==> config.mk <==
export PLATFORM = sky130hd
export DESIGN_NAME = rv_core
export DESIGN_NICKNAME = d
export VERILOG_FILES = /design/src/common/rv_pkg.sv /design/src/hdl/fetch_ctrl.sv /design/src/hdl/rv_decode.sv /design/src/hdl/reg_file.sv /design/src/hdl/rv_alu.sv /design/src/hdl/rv_core.sv
export SDC_FILE = /design/constraint.sdc
export NUM_CORES = 2
export LEC_CHECK = 0
export BUFFER_PORTS_ARGS = -buffer_cell sky130_fd_sc_hd__buf_2
export CORE_MARGIN = 2
export CORE_UTILIZATION = 40
export CTS_CLUSTER_SIZE = 24
export DETAILED_ROUTE_END_ITERATION = 10
export SLEW_MARGIN = 20
export SYNTH_ARGS = -nofsm -noshare
export SYNTH_HDL_FRONTEND = slang
export SYNTH_SLANG_ARGS = --single-unit
==> constraint.sdc <==
create_clock -name clk -period 9.1 [get_ports clk]
set_clock_uncertainty 0.05 [all_clocks]
set_input_delay 0 -clock clk [delete_from_list [all_inputs] [get_ports clk]]
set_output_delay 0 -clock clk [all_outputs]
set_load 0.01 [all_outputs]
==> src/common/rv_pkg.sv <==
`default_nettype none

package rv_pkg;

  localparam int XLEN       = 32;
  localparam int REG_ADDR_W = 5;

  typedef logic [XLEN-1:0]       word_t;
  typedef logic [REG_ADDR_W-1:0] reg_addr_t;

  localparam word_t RESET_PC = 32'h0000_0000;

  // major opcodes, inst[6:0]
  localparam logic [6:0] OP_LUI      = 7'b0110111;
  localparam logic [6:0] OP_AUIPC    = 7'b0010111;
  localparam logic [6:0] OP_JAL      = 7'b1101111;
  localparam logic [6:0] OP_JALR     = 7'b1100111;
  localparam logic [6:0] OP_BRANCH   = 7'b1100011;
  localparam logic [6:0] OP_REG_IMM  = 7'b0010011;
  localparam logic [6:0] OP_REG_REG  = 7'b0110011;
  localparam logic [6:0] OP_MISC_MEM = 7'b0001111;
  localparam logic [6:0] OP_SYSTEM   = 7'b1110011;

  typedef struct packed {
    logic [6:0] funct7;
    reg_addr_t  rs2;
    reg_addr_t  rs1;
    logic [2:0] funct3;
    reg_addr_t  rd;
    logic [6:0] opcode;
  } r_fmt_t;

  typedef struct packed {
    logic [11:0] imm_11_0;
    reg_addr_t   rs1;
    logic [2:0]  funct3;
    reg_addr_t   rd;
    logic [6:0]  opcode;
  } i_fmt_t;

  // branch offset bits are scattered around rs1/rs2
  typedef struct packed {
    logic       imm_12;
    logic [5:0] imm_10_5;
    reg_addr_t  rs2;
    reg_addr_t  rs1;
    logic [2:0] funct3;
    logic [3:0] imm_4_1;
    logic       imm_11;
    logic [6:0] opcode;
  } b_fmt_t;

  typedef struct packed {
    logic [19:0] imm_31_12;
    reg_addr_t   rd;
    logic [6:0]  opcode;
  } u_fmt_t;

  typedef struct packed {
    logic       imm_20;
    logic [9:0] imm_10_1;
    logic       imm_11;
    logic [7:0] imm_19_12;
    reg_addr_t  rd;
    logic [6:0] opcode;
  } j_fmt_t;

  typedef union packed {
    r_fmt_t r;
    i_fmt_t i;
    b_fmt_t b;
    u_fmt_t u;
    j_fmt_t j;
  } insn_t;

  typedef enum logic [3:0] {
    ALU_ADD, ALU_SUB, ALU_SLL, ALU_SLT, ALU_SLTU, ALU_XOR,
    ALU_SRL, ALU_SRA, ALU_OR, ALU_AND, ALU_PASS_B
  } alu_op_e;

  typedef enum logic [2:0] {
    CMP_EQ, CMP_NE, CMP_LT, CMP_GE, CMP_LTU, CMP_GEU
  } cmp_op_e;

  typedef enum logic [2:0] {
    KIND_ALU, KIND_BRANCH, KIND_JAL, KIND_JALR, KIND_NOP, KIND_ECALL, KIND_ILLEGAL
  } insn_kind_e;

  typedef struct packed {
    insn_kind_e kind;
    alu_op_e    alu_op;
    cmp_op_e    cmp_op;
    logic       a_is_pc;   // operand a is the pc, not rs1
    logic       b_is_imm;  // operand b is imm, not rs2
    reg_addr_t  rd;
    reg_addr_t  rs1;
    reg_addr_t  rs2;
    logic       rd_we;
    word_t      imm;
  } decoded_t;

  typedef struct packed {
    logic      valid;
    word_t     pc;
    reg_addr_t rd;
    logic      rd_we;
    word_t     wdata;
  } retire_t;

endpackage

`default_nettype wire

==> src/hdl/fetch_ctrl.sv <==
`default_nettype none

module fetch_ctrl (
  input  logic              clk,
  input  logic              rst,
  output logic              fetch_req,
  output rv_pkg::word_t     fetch_pc,
  input  logic              fetch_ack,
  input  rv_pkg::insn_t     fetch_insn,
  output rv_pkg::insn_t     insn,
  output rv_pkg::word_t     pc,
  input  rv_pkg::decoded_t  dec,
  input  rv_pkg::word_t     alu_result,
  input  logic              branch_taken,
  output logic              wr_en,
  output rv_pkg::reg_addr_t wr_addr,
  output rv_pkg::word_t     wr_data,
  output rv_pkg::retire_t   retire,
  output logic              halt,
  output logic              illegal
);

  typedef enum logic [1:0] {
    S_REQ, S_WAIT_ACK_LOW, S_EXEC, S_HALTED
  } state_e;

  state_e        state;
  state_e        state_next;
  rv_pkg::word_t pc_plus4;
  rv_pkg::word_t pc_next;
  logic          is_jump;
  logic          stop;

  assign pc_plus4 = pc + 32'd4;
  assign is_jump  = dec.kind == rv_pkg::KIND_JAL || dec.kind == rv_pkg::KIND_JALR;
  assign stop     = dec.kind == rv_pkg::KIND_ECALL || dec.kind == rv_pkg::KIND_ILLEGAL;

  always_comb begin
    pc_next = pc_plus4;
    case (dec.kind)
      rv_pkg::KIND_BRANCH: if (branch_taken) pc_next = pc + dec.imm;
      rv_pkg::KIND_JAL:    pc_next = pc + dec.imm;
      rv_pkg::KIND_JALR:   pc_next = {alu_result[rv_pkg::XLEN-1:1], 1'b0};
      default: ;
    endcase
  end

  // four-phase fetch, then one execute cycle
  always_comb begin
    state_next = state;
    case (state)
      S_REQ:          if (fetch_req && fetch_ack) state_next = S_WAIT_ACK_LOW;
      S_WAIT_ACK_LOW: if (!fetch_ack) state_next = S_EXEC;
      S_EXEC:         state_next = stop ? S_HALTED : S_REQ;
      default: ;  // halted until reset
    endcase
  end

  always_ff @(posedge clk) begin
    if (rst) begin
      state     <= S_REQ;
      fetch_req <= 1'b0;  // first request one cycle after reset drops
      pc        <= rv_pkg::RESET_PC;
      illegal   <= 1'b0;
    end else begin
      state     <= state_next;
      fetch_req <= state_next == S_REQ;
      if (state == S_EXEC) begin
        pc      <= pc_next;
        illegal <= dec.kind == rv_pkg::KIND_ILLEGAL;
      end
    end
  end

  // instruction register, loaded on the ack edge
  always_ff @(posedge clk) begin
    if (state == S_REQ && fetch_req && fetch_ack) insn <= fetch_insn;
  end

  assign fetch_pc = pc;
  assign halt     = state == S_HALTED;

  assign wr_en   = state == S_EXEC && dec.rd_we;
  assign wr_addr = dec.rd;
  assign wr_data = is_jump ? pc_plus4 : alu_result;  // link address for jumps

  always_comb begin
    retire.valid = state == S_EXEC;
    retire.pc    = pc;
    retire.rd    = dec.rd;
    retire.rd_we = dec.rd_we;
    retire.wdata = wr_data;
  end

endmodule

`default_nettype wire

==> src/hdl/rv_decode.sv <==
`default_nettype none

module rv_decode (
  input  rv_pkg::insn_t    insn,
  output rv_pkg::decoded_t dec
);

  rv_pkg::word_t imm_i;
  rv_pkg::word_t imm_b;
  rv_pkg::word_t imm_u;
  rv_pkg::word_t imm_j;
  logic          f7_zero;
  logic          f7_alt;   // sub / sra encoding

  assign imm_i = {{20{insn.i.imm_11_0[11]}}, insn.i.imm_11_0};
  assign imm_b = {{19{insn.b.imm_12}}, insn.b.imm_12, insn.b.imm_11,
                  insn.b.imm_10_5, insn.b.imm_4_1, 1'b0};
  assign imm_u = {insn.u.imm_31_12, 12'b0};
  assign imm_j = {{11{insn.j.imm_20}}, insn.j.imm_20, insn.j.imm_19_12,
                  insn.j.imm_11, insn.j.imm_10_1, 1'b0};

  assign f7_zero = insn.r.funct7 == 7'b0000000;
  assign f7_alt  = insn.r.funct7 == 7'b0100000;

  always_comb begin
    dec        = '0;
    dec.kind   = rv_pkg::KIND_ILLEGAL;
    dec.alu_op = rv_pkg::ALU_ADD;
    dec.cmp_op = rv_pkg::CMP_EQ;
    dec.rd     = insn.r.rd;
    dec.rs1    = insn.r.rs1;
    dec.rs2    = insn.r.rs2;
    dec.imm    = imm_i;
    case (insn.r.opcode)
      rv_pkg::OP_LUI: begin
        dec.kind     = rv_pkg::KIND_ALU;
        dec.alu_op   = rv_pkg::ALU_PASS_B;
        dec.b_is_imm = 1'b1;
        dec.imm      = imm_u;
      end
      rv_pkg::OP_AUIPC: begin
        dec.kind     = rv_pkg::KIND_ALU;
        dec.a_is_pc  = 1'b1;
        dec.b_is_imm = 1'b1;
        dec.imm      = imm_u;
      end
      rv_pkg::OP_JAL: begin
        dec.kind = rv_pkg::KIND_JAL;
        dec.imm  = imm_j;
      end
      rv_pkg::OP_JALR: begin
        dec.b_is_imm = 1'b1;  // target = rs1 + imm through the alu
        if (insn.i.funct3 == 3'b000) dec.kind = rv_pkg::KIND_JALR;
      end
      rv_pkg::OP_BRANCH: begin
        dec.kind = rv_pkg::KIND_BRANCH;
        dec.imm  = imm_b;
        case (insn.b.funct3)
          3'b000:  dec.cmp_op = rv_pkg::CMP_EQ;
          3'b001:  dec.cmp_op = rv_pkg::CMP_NE;
          3'b100:  dec.cmp_op = rv_pkg::CMP_LT;
          3'b101:  dec.cmp_op = rv_pkg::CMP_GE;
          3'b110:  dec.cmp_op = rv_pkg::CMP_LTU;
          3'b111:  dec.cmp_op = rv_pkg::CMP_GEU;
          default: dec.kind   = rv_pkg::KIND_ILLEGAL;
        endcase
      end
      rv_pkg::OP_REG_IMM, rv_pkg::OP_REG_REG: begin
        dec.kind     = rv_pkg::KIND_ALU;
        dec.b_is_imm = insn.r.opcode == rv_pkg::OP_REG_IMM;
        case (insn.r.funct3)
          3'b000:  dec.alu_op = (f7_alt && !dec.b_is_imm) ? rv_pkg::ALU_SUB : rv_pkg::ALU_ADD;
          3'b001:  dec.alu_op = rv_pkg::ALU_SLL;
          3'b010:  dec.alu_op = rv_pkg::ALU_SLT;
          3'b011:  dec.alu_op = rv_pkg::ALU_SLTU;
          3'b100:  dec.alu_op = rv_pkg::ALU_XOR;
          3'b101:  dec.alu_op = f7_alt ? rv_pkg::ALU_SRA : rv_pkg::ALU_SRL;
          3'b110:  dec.alu_op = rv_pkg::ALU_OR;
          default: dec.alu_op = rv_pkg::ALU_AND;
        endcase
        // funct7 only matters for shifts (imm form) or every reg form
        if ((!dec.b_is_imm || insn.r.funct3 == 3'b001 || insn.r.funct3 == 3'b101) &&
            !(f7_zero || (f7_alt && (insn.r.funct3 == 3'b101 ||
                                     (insn.r.funct3 == 3'b000 && !dec.b_is_imm)))))
          dec.kind = rv_pkg::KIND_ILLEGAL;
      end
      rv_pkg::OP_MISC_MEM: begin
        if (insn.i.funct3 == 3'b000) dec.kind = rv_pkg::KIND_NOP;  // fence
      end
      rv_pkg::OP_SYSTEM: begin
        if (insn.i.imm_11_0 == '0 && insn.i.rs1 == '0 && insn.i.funct3 == '0 &&
            insn.i.rd == '0)
          dec.kind = rv_pkg::KIND_ECALL;
      end
      default: ;
    endcase
    dec.rd_we = dec.kind == rv_pkg::KIND_ALU || dec.kind == rv_pkg::KIND_JAL ||
                dec.kind == rv_pkg::KIND_JALR;
  end

endmodule

`default_nettype wire

==> src/hdl/reg_file.sv <==
`default_nettype none

module reg_file (
  input  logic              clk,
  input  logic              rst,
  input  rv_pkg::reg_addr_t rs1,
  input  rv_pkg::reg_addr_t rs2,
  output rv_pkg::word_t     rs1_data,
  output rv_pkg::word_t     rs2_data,
  input  logic              wr_en,
  input  rv_pkg::reg_addr_t wr_addr,
  input  rv_pkg::word_t     wr_data
);

  localparam int NUM_REGS = 2 ** rv_pkg::REG_ADDR_W;

  // x0 has no storage
  rv_pkg::word_t regs [1:NUM_REGS-1];

  always_ff @(posedge clk) begin
    if (rst) begin
      for (int k = 1; k < NUM_REGS; k++) begin
        regs[k] <= '0;
      end
    end else if (wr_en && wr_addr != '0) begin
      regs[wr_addr] <= wr_data;
    end
  end

  // reads are combinational, new value visible after the write edge
  assign rs1_data = (rs1 == '0) ? '0 : regs[rs1];
  assign rs2_data = (rs2 == '0) ? '0 : regs[rs2];

endmodule

`default_nettype wire

==> src/hdl/rv_alu.sv <==
`default_nettype none

module rv_alu (
  input  rv_pkg::decoded_t dec,
  input  rv_pkg::word_t    rs1_data,
  input  rv_pkg::word_t    rs2_data,
  input  rv_pkg::word_t    pc,
  output rv_pkg::word_t    alu_result,
  output logic             branch_taken
);

  rv_pkg::word_t op_a;
  rv_pkg::word_t op_b;
  logic [4:0]    shamt;

  assign op_a  = dec.a_is_pc ? pc : rs1_data;
  assign op_b  = dec.b_is_imm ? dec.imm : rs2_data;
  assign shamt = op_b[4:0];  // rv32 shifts use 5 bits only

  always_comb begin
    case (dec.alu_op)
      rv_pkg::ALU_ADD:    alu_result = op_a + op_b;
      rv_pkg::ALU_SUB:    alu_result = op_a - op_b;
      rv_pkg::ALU_SLL:    alu_result = op_a << shamt;
      rv_pkg::ALU_SLT:    alu_result = rv_pkg::word_t'($signed(op_a) < $signed(op_b));
      rv_pkg::ALU_SLTU:   alu_result = rv_pkg::word_t'(op_a < op_b);
      rv_pkg::ALU_XOR:    alu_result = op_a ^ op_b;
      rv_pkg::ALU_SRL:    alu_result = op_a >> shamt;
      rv_pkg::ALU_SRA:    alu_result = $signed(op_a) >>> shamt;
      rv_pkg::ALU_OR:     alu_result = op_a | op_b;
      rv_pkg::ALU_AND:    alu_result = op_a & op_b;
      rv_pkg::ALU_PASS_B: alu_result = op_b;  // lui
      default:            alu_result = '0;
    endcase
  end

  // branch compare always on the two registers
  always_comb begin
    case (dec.cmp_op)
      rv_pkg::CMP_EQ:  branch_taken = rs1_data == rs2_data;
      rv_pkg::CMP_NE:  branch_taken = rs1_data != rs2_data;
      rv_pkg::CMP_LT:  branch_taken = $signed(rs1_data) < $signed(rs2_data);
      rv_pkg::CMP_GE:  branch_taken = $signed(rs1_data) >= $signed(rs2_data);
      rv_pkg::CMP_LTU: branch_taken = rs1_data < rs2_data;
      rv_pkg::CMP_GEU: branch_taken = rs1_data >= rs2_data;
      default:         branch_taken = 1'b0;
    endcase
  end

endmodule

`default_nettype wire

==> src/hdl/rv_core.sv <==
`default_nettype none

module rv_core (
  input  logic             clk,
  input  logic             rst,
  output logic             fetch_req,
  output rv_pkg::word_t    fetch_pc,
  input  logic             fetch_ack,
  input  rv_pkg::insn_t    fetch_insn,
  output rv_pkg::retire_t  retire,
  output logic             halt,
  output logic             illegal
);

  rv_pkg::insn_t     insn;
  rv_pkg::word_t     pc;
  rv_pkg::decoded_t  dec;
  rv_pkg::word_t     rs1_data;
  rv_pkg::word_t     rs2_data;
  rv_pkg::word_t     alu_result;
  logic              branch_taken;
  logic              wr_en;
  rv_pkg::reg_addr_t wr_addr;
  rv_pkg::word_t     wr_data;

  fetch_ctrl fetch_ctrl_i (
    .clk          (clk),
    .rst          (rst),
    .fetch_req    (fetch_req),
    .fetch_pc     (fetch_pc),
    .fetch_ack    (fetch_ack),
    .fetch_insn   (fetch_insn),
    .insn         (insn),
    .pc           (pc),
    .dec          (dec),
    .alu_result   (alu_result),
    .branch_taken (branch_taken),
    .wr_en        (wr_en),
    .wr_addr      (wr_addr),
    .wr_data      (wr_data),
    .retire       (retire),
    .halt         (halt),
    .illegal      (illegal)
  );

  rv_decode rv_decode_i (
    .insn (insn),
    .dec  (dec)
  );

  reg_file reg_file_i (
    .clk      (clk),
    .rst      (rst),
    .rs1      (dec.rs1),
    .rs2      (dec.rs2),
    .rs1_data (rs1_data),
    .rs2_data (rs2_data),
    .wr_en    (wr_en),
    .wr_addr  (wr_addr),
    .wr_data  (wr_data)
  );

  rv_alu rv_alu_i (
    .dec          (dec),
    .rs1_data     (rs1_data),
    .rs2_data     (rs2_data),
    .pc           (pc),
    .alu_result   (alu_result),
    .branch_taken (branch_taken)
  );

endmodule

`default_nettype wire

==> metrics.csv <==
metric,value,unit
Mapped Avg Cell Area,11.1,um^2
worst path arrival time,8.78,ns
root buffer cell,clkbuf_16,
Netlist cell types,101,
DRC,0,
initial antenna violation count,12,
asr flop ratio synth,0,
post-route setup slack,0.275,ns
leakage power,30.4,nW
"CP delay by family, top",compound AO/OA/AOI/OAI gates,
WL met2,146000,um
cell area power density,259,nW/um^2
worst-path cell chain,buf_12 > buf_4 > mux2i_1 > a22oi_1 > a21oi_1 > nor4_1 > a22o_1 > ha_1 > inv_1 > a2111oi_1 > nor3_1 > o311ai_0 > buf_4 > a21oi_1 > a2111oi_1 > mux2i_1 > a21oi_1 > nand4_1 > o31ai_4 > buf_12 > inv_1 > buf_2,
CP max stage delay,0.87,ns
first-pass GRT wire length,454000,um
vias in the first global route,57900,
FF-to-FF End,reg_file_i.regs[0][31],
Setup CP Type,register to output pin,
M1 wire length,120000,um
via/cell ratio,6.82,
Seq cells post-synth,1102,
height of the die,425,um
Cells after DPL,8591,
Post-Syn Instances,6402,
"setup slack, reg-to-reg",1.00,ns
final setup violation count,0,
"Endpoint, Worst Hold",fetch_ctrl_i.state[0],
Hold Startpoint,fetch_ack,
H-tree levels,3,
R2R depth,21,
top_reg_cell synth,edfxtp_1,
Setup WS pre-CTS,1.00,ns
Nets,6642,
dpl hpwl,224000,um
P&R area growth vs syn,11.7,%
number of placed I/O pins,141,
number of cells on the worst hold path,4,
register area share after synthesis,0.459,
Psw,9.36,mW
grt total ovfl,0,
Total Wirelength,329000,um
Final min period,8.83,ns
core area,176000,um^2
Pint,11.2,mW
Post-Syn Area,71000,um^2
met3 wire len,38600,um
All-Layer GR Usage,0.355,
Layout Cells excl Fill,8896,
Critical Path Start Type,register,
Slew headroom,0.140,
number of buffers and inverters on the critical path,7,
Clock transition at path regs,0.06,ns
Initial DRC Count,9651,
status,"finished, final reports clean",
Max Cap Viol,0,
switch share,0.455,
drt first pass iters,6,
Hold Crit Class,primary input to register,
CTS tree,built,
number of routed nets with antenna violations,0,
initial core utilization,0.403,
clock group share of total power,0.235,
"Clk Latency, worst-skew pair",0.82,ns
slew at the pin closest to its max-slew limit,1.28,ns
routed length per instance,37.0,um
Slowest cell on crit path,a2111oi_1,
fin crit share,0.970,
Flop pwr share,0.297,
Vias,60700,
final hold violation count,0,
CP max FO,55,
CP endpoint kind,output pin,
layout cells sized above 1,0.180,
IO Port Bufs,140,
row count,154,
largest net degree at the start of global routing,77,
Yosys warnings,0,
required time worst endpoint,9.05,ns
clock buffer depth,3,
die width,425,um
worst IR drop on VDD,0.192,mV
"EDFF count, synth",1056,
FMAX,0.113,GHz
Slew Limit Fails,0,
RSZ-0062 raised after global routing,no,
die area,181000,um^2
DR top layer,met5,
GPL Wtd Cong,1.07,
CTS Sinks,1102,
CP most frequent cell,a21oi_1,
Comb power frac,0.469,
total negative slack,0,ns
CTS buffer count,121,
[worst max-delay path by stage]
stage | from | to | slack, ns | cells after the start
floorplan | register | reg_file_i.regs[0][31] | 2.18 | 25
global placement | register | fetch_ctrl_i.fetch_pc[20] | 0.94 | 19
global route | register | retire[31] | 0.13 | 22
finish | register | retire[31] | 0.27 | 22
CTS | register | retire[31] | 0.22 | 22
detailed placement | register | reg_file_i.regs[0][31] | 1.00 | 21
[worst reg2reg max path: stages, from the launching register on]
cell,delay [ns]
dfxtp_4,0.72
buf_12,0.41
buf_4,0.46
mux2i_1,0.13
a22oi_1,0.20
a21oi_1,0.13
nor4_1,0.75
a22o_1,0.62
ha_1,0.33
inv_1,0.15
a2111oi_1,0.87
nor3_1,0.39
o311ai_0,0.40
buf_4,0.20
a21oi_1,0.12
a2111oi_1,0.67
mux2i_1,0.16
a21oi_1,0.16
nand4_1,0.25
o31ai_4,0.29
buf_12,0.22
inv_1,0.19
[through the flow]
| step | hold WS [ns] | area, um^2 | utilization | total power [mW] |
|---|---|---|---|---|
| finish | 0.0535 | 79300 | 0.450 | 20.6 |
| global route | 0.0792 | 79300 | 0.450 | 21.1 |
| CTS | 0.00780 | 79300 | 0.450 | 20.2 |
| detailed placement | 0.128 | 74800 | 0.424 | 15.4 |
| global placement | 0.128 | 74800 | 0.424 | 15.4 |
| floorplan | 0.0489 | 71100 | - | 11.7 |
[registers in the layout, summed over array words and instances, names as in the netlist, named ones only]
signal,flops
fetch_ctrl_i.state,2
reg_file_i.regs,1024
fetch_ctrl_i.insn,32
fetch_ctrl_i.fetch_req,1
fetch_ctrl_i.illegal,1
fetch_ctrl_i.fetch_pc,32
[final cells by class]
type,instances,area [um^2]
multi-input cells,4554,35400
inverters,154,581
diodes,11,27.5
clock inverters,82,658
repair buffers,507,3900
clock buffers,146,3140
flip-flops and latches,1102,32700
fillers,16300,97000
well taps,2340,2930
[cells in the final DEF (no fill, tap or decap), drive strengths merged, types with 15 or more instances in the layout]
cell	count
edfxtp	1056
nor2	998
mux2i	602
buf	441
a21oi	409
mux4	342
nand2	301
a22oi	266
nor3	224
o21ai	195
ha	164
inv	157
clkbuf	146
a211oi	76
clkinv	70
nand3	69
dlygate4sd3	66
nor4	65
nand2b	63
o22ai	60
a21o	46
dfxtp	46
xnor2	41
mux2	39
o31ai	39
o211ai	38
a21boi	38
a31oi	35
a22o	34
nand4	34
conb	32
xor2	30
nor2b	27
and2	21
a221oi	20
o21bai	19
o221ai	18
and3	18
o2111ai	15
[power by group through the flow]
stage	Sequential (mW)	Combinational [mW]	Clock, mW
after floorplan	6.04	5.64	0
after global placement	6.19	9.22	0
after detailed placement	6.20	9.22	0
after CTS	6.10	9.27	4.84
after global routing	6.13	9.93	5.03
final	6.11	9.65	4.83
[kinds of logic (layout without fill, tap and decap cells)]
group,count (synthesis),in the layout,share of synthesized area
and+or+nand+nor,1882,1882,0.117
AOI/OAI and AO/OA,1419,1419,0.135
DFF,1102,1102,0.459
muxes,983,983,0.200
buffers and inverters,777,889,0.0507
adders and majority gates,167,167,0.0297
xor gates and xnor gates,71,71,0.00876
other,1,43,0.0000528
[synthesized netlist by cell type (13+ instances only)]
master / count / share of area
a211oi_1: 73 / 0.0077
a21boi_0: 36 / 0.0038
a21o_1: 46 / 0.0049
a21oi_1: 403 / 0.028
a221oi_1: 20 / 0.0025
a22o_1: 34 / 0.0042
a22oi_1: 266 / 0.028
a31oi_1: 33 / 0.0029
and2_1: 20 / 0.0018
and3_1: 18 / 0.0016
buf_1: 27 / 0.0014
buf_2: 180 / 0.013
buf_4: 92 / 0.0097
buf_6: 15 / 0.0024
clkbuf_1: 309 / 0.016
dfxtp_1: 46 / 0.013
edfxtp_1: 1056 / 0.45
ha_1: 164 / 0.029
inv_1: 140 / 0.0074
inv_2: 13 / 0.00069
mux2_2: 39 / 0.0062
mux2i_1: 595 / 0.084
mux4_2: 342 / 0.11
nand2_1: 298 / 0.016
nand2b_1: 63 / 0.0055
nand3_1: 69 / 0.0049
nand4_1: 34 / 0.0030
nor2_1: 997 / 0.053
nor2b_1: 27 / 0.0024
nor3_1: 224 / 0.016
nor4_1: 62 / 0.0055
o2111ai_1: 15 / 0.0018
o211ai_1: 38 / 0.0040
o21ai_0: 187 / 0.013
o21bai_1: 19 / 0.0020
o221ai_1: 18 / 0.0022
o22ai_1: 60 / 0.0053
o31ai_1: 23 / 0.0024
o31ai_2: 13 / 0.0023
xnor2_1: 41 / 0.0051
xor2_1: 30 / 0.0037
[timing repair]
action,in CTS,in global routing
endpoints found under the hold margin,92,0
gates resized for setup,0,2
buffers inserted,0,0
hold buffers,66,0
setup endpoints to repair,0,1
[per-layer routing]
metal,global-route usage,up-vias
li1,-,24500
met1,0.456,30600
met2,0.539,4691
met3,0.0804,984
met4,0.231,8
met5,0,-
Note: power is estimated with default switching activity, not from simulation.
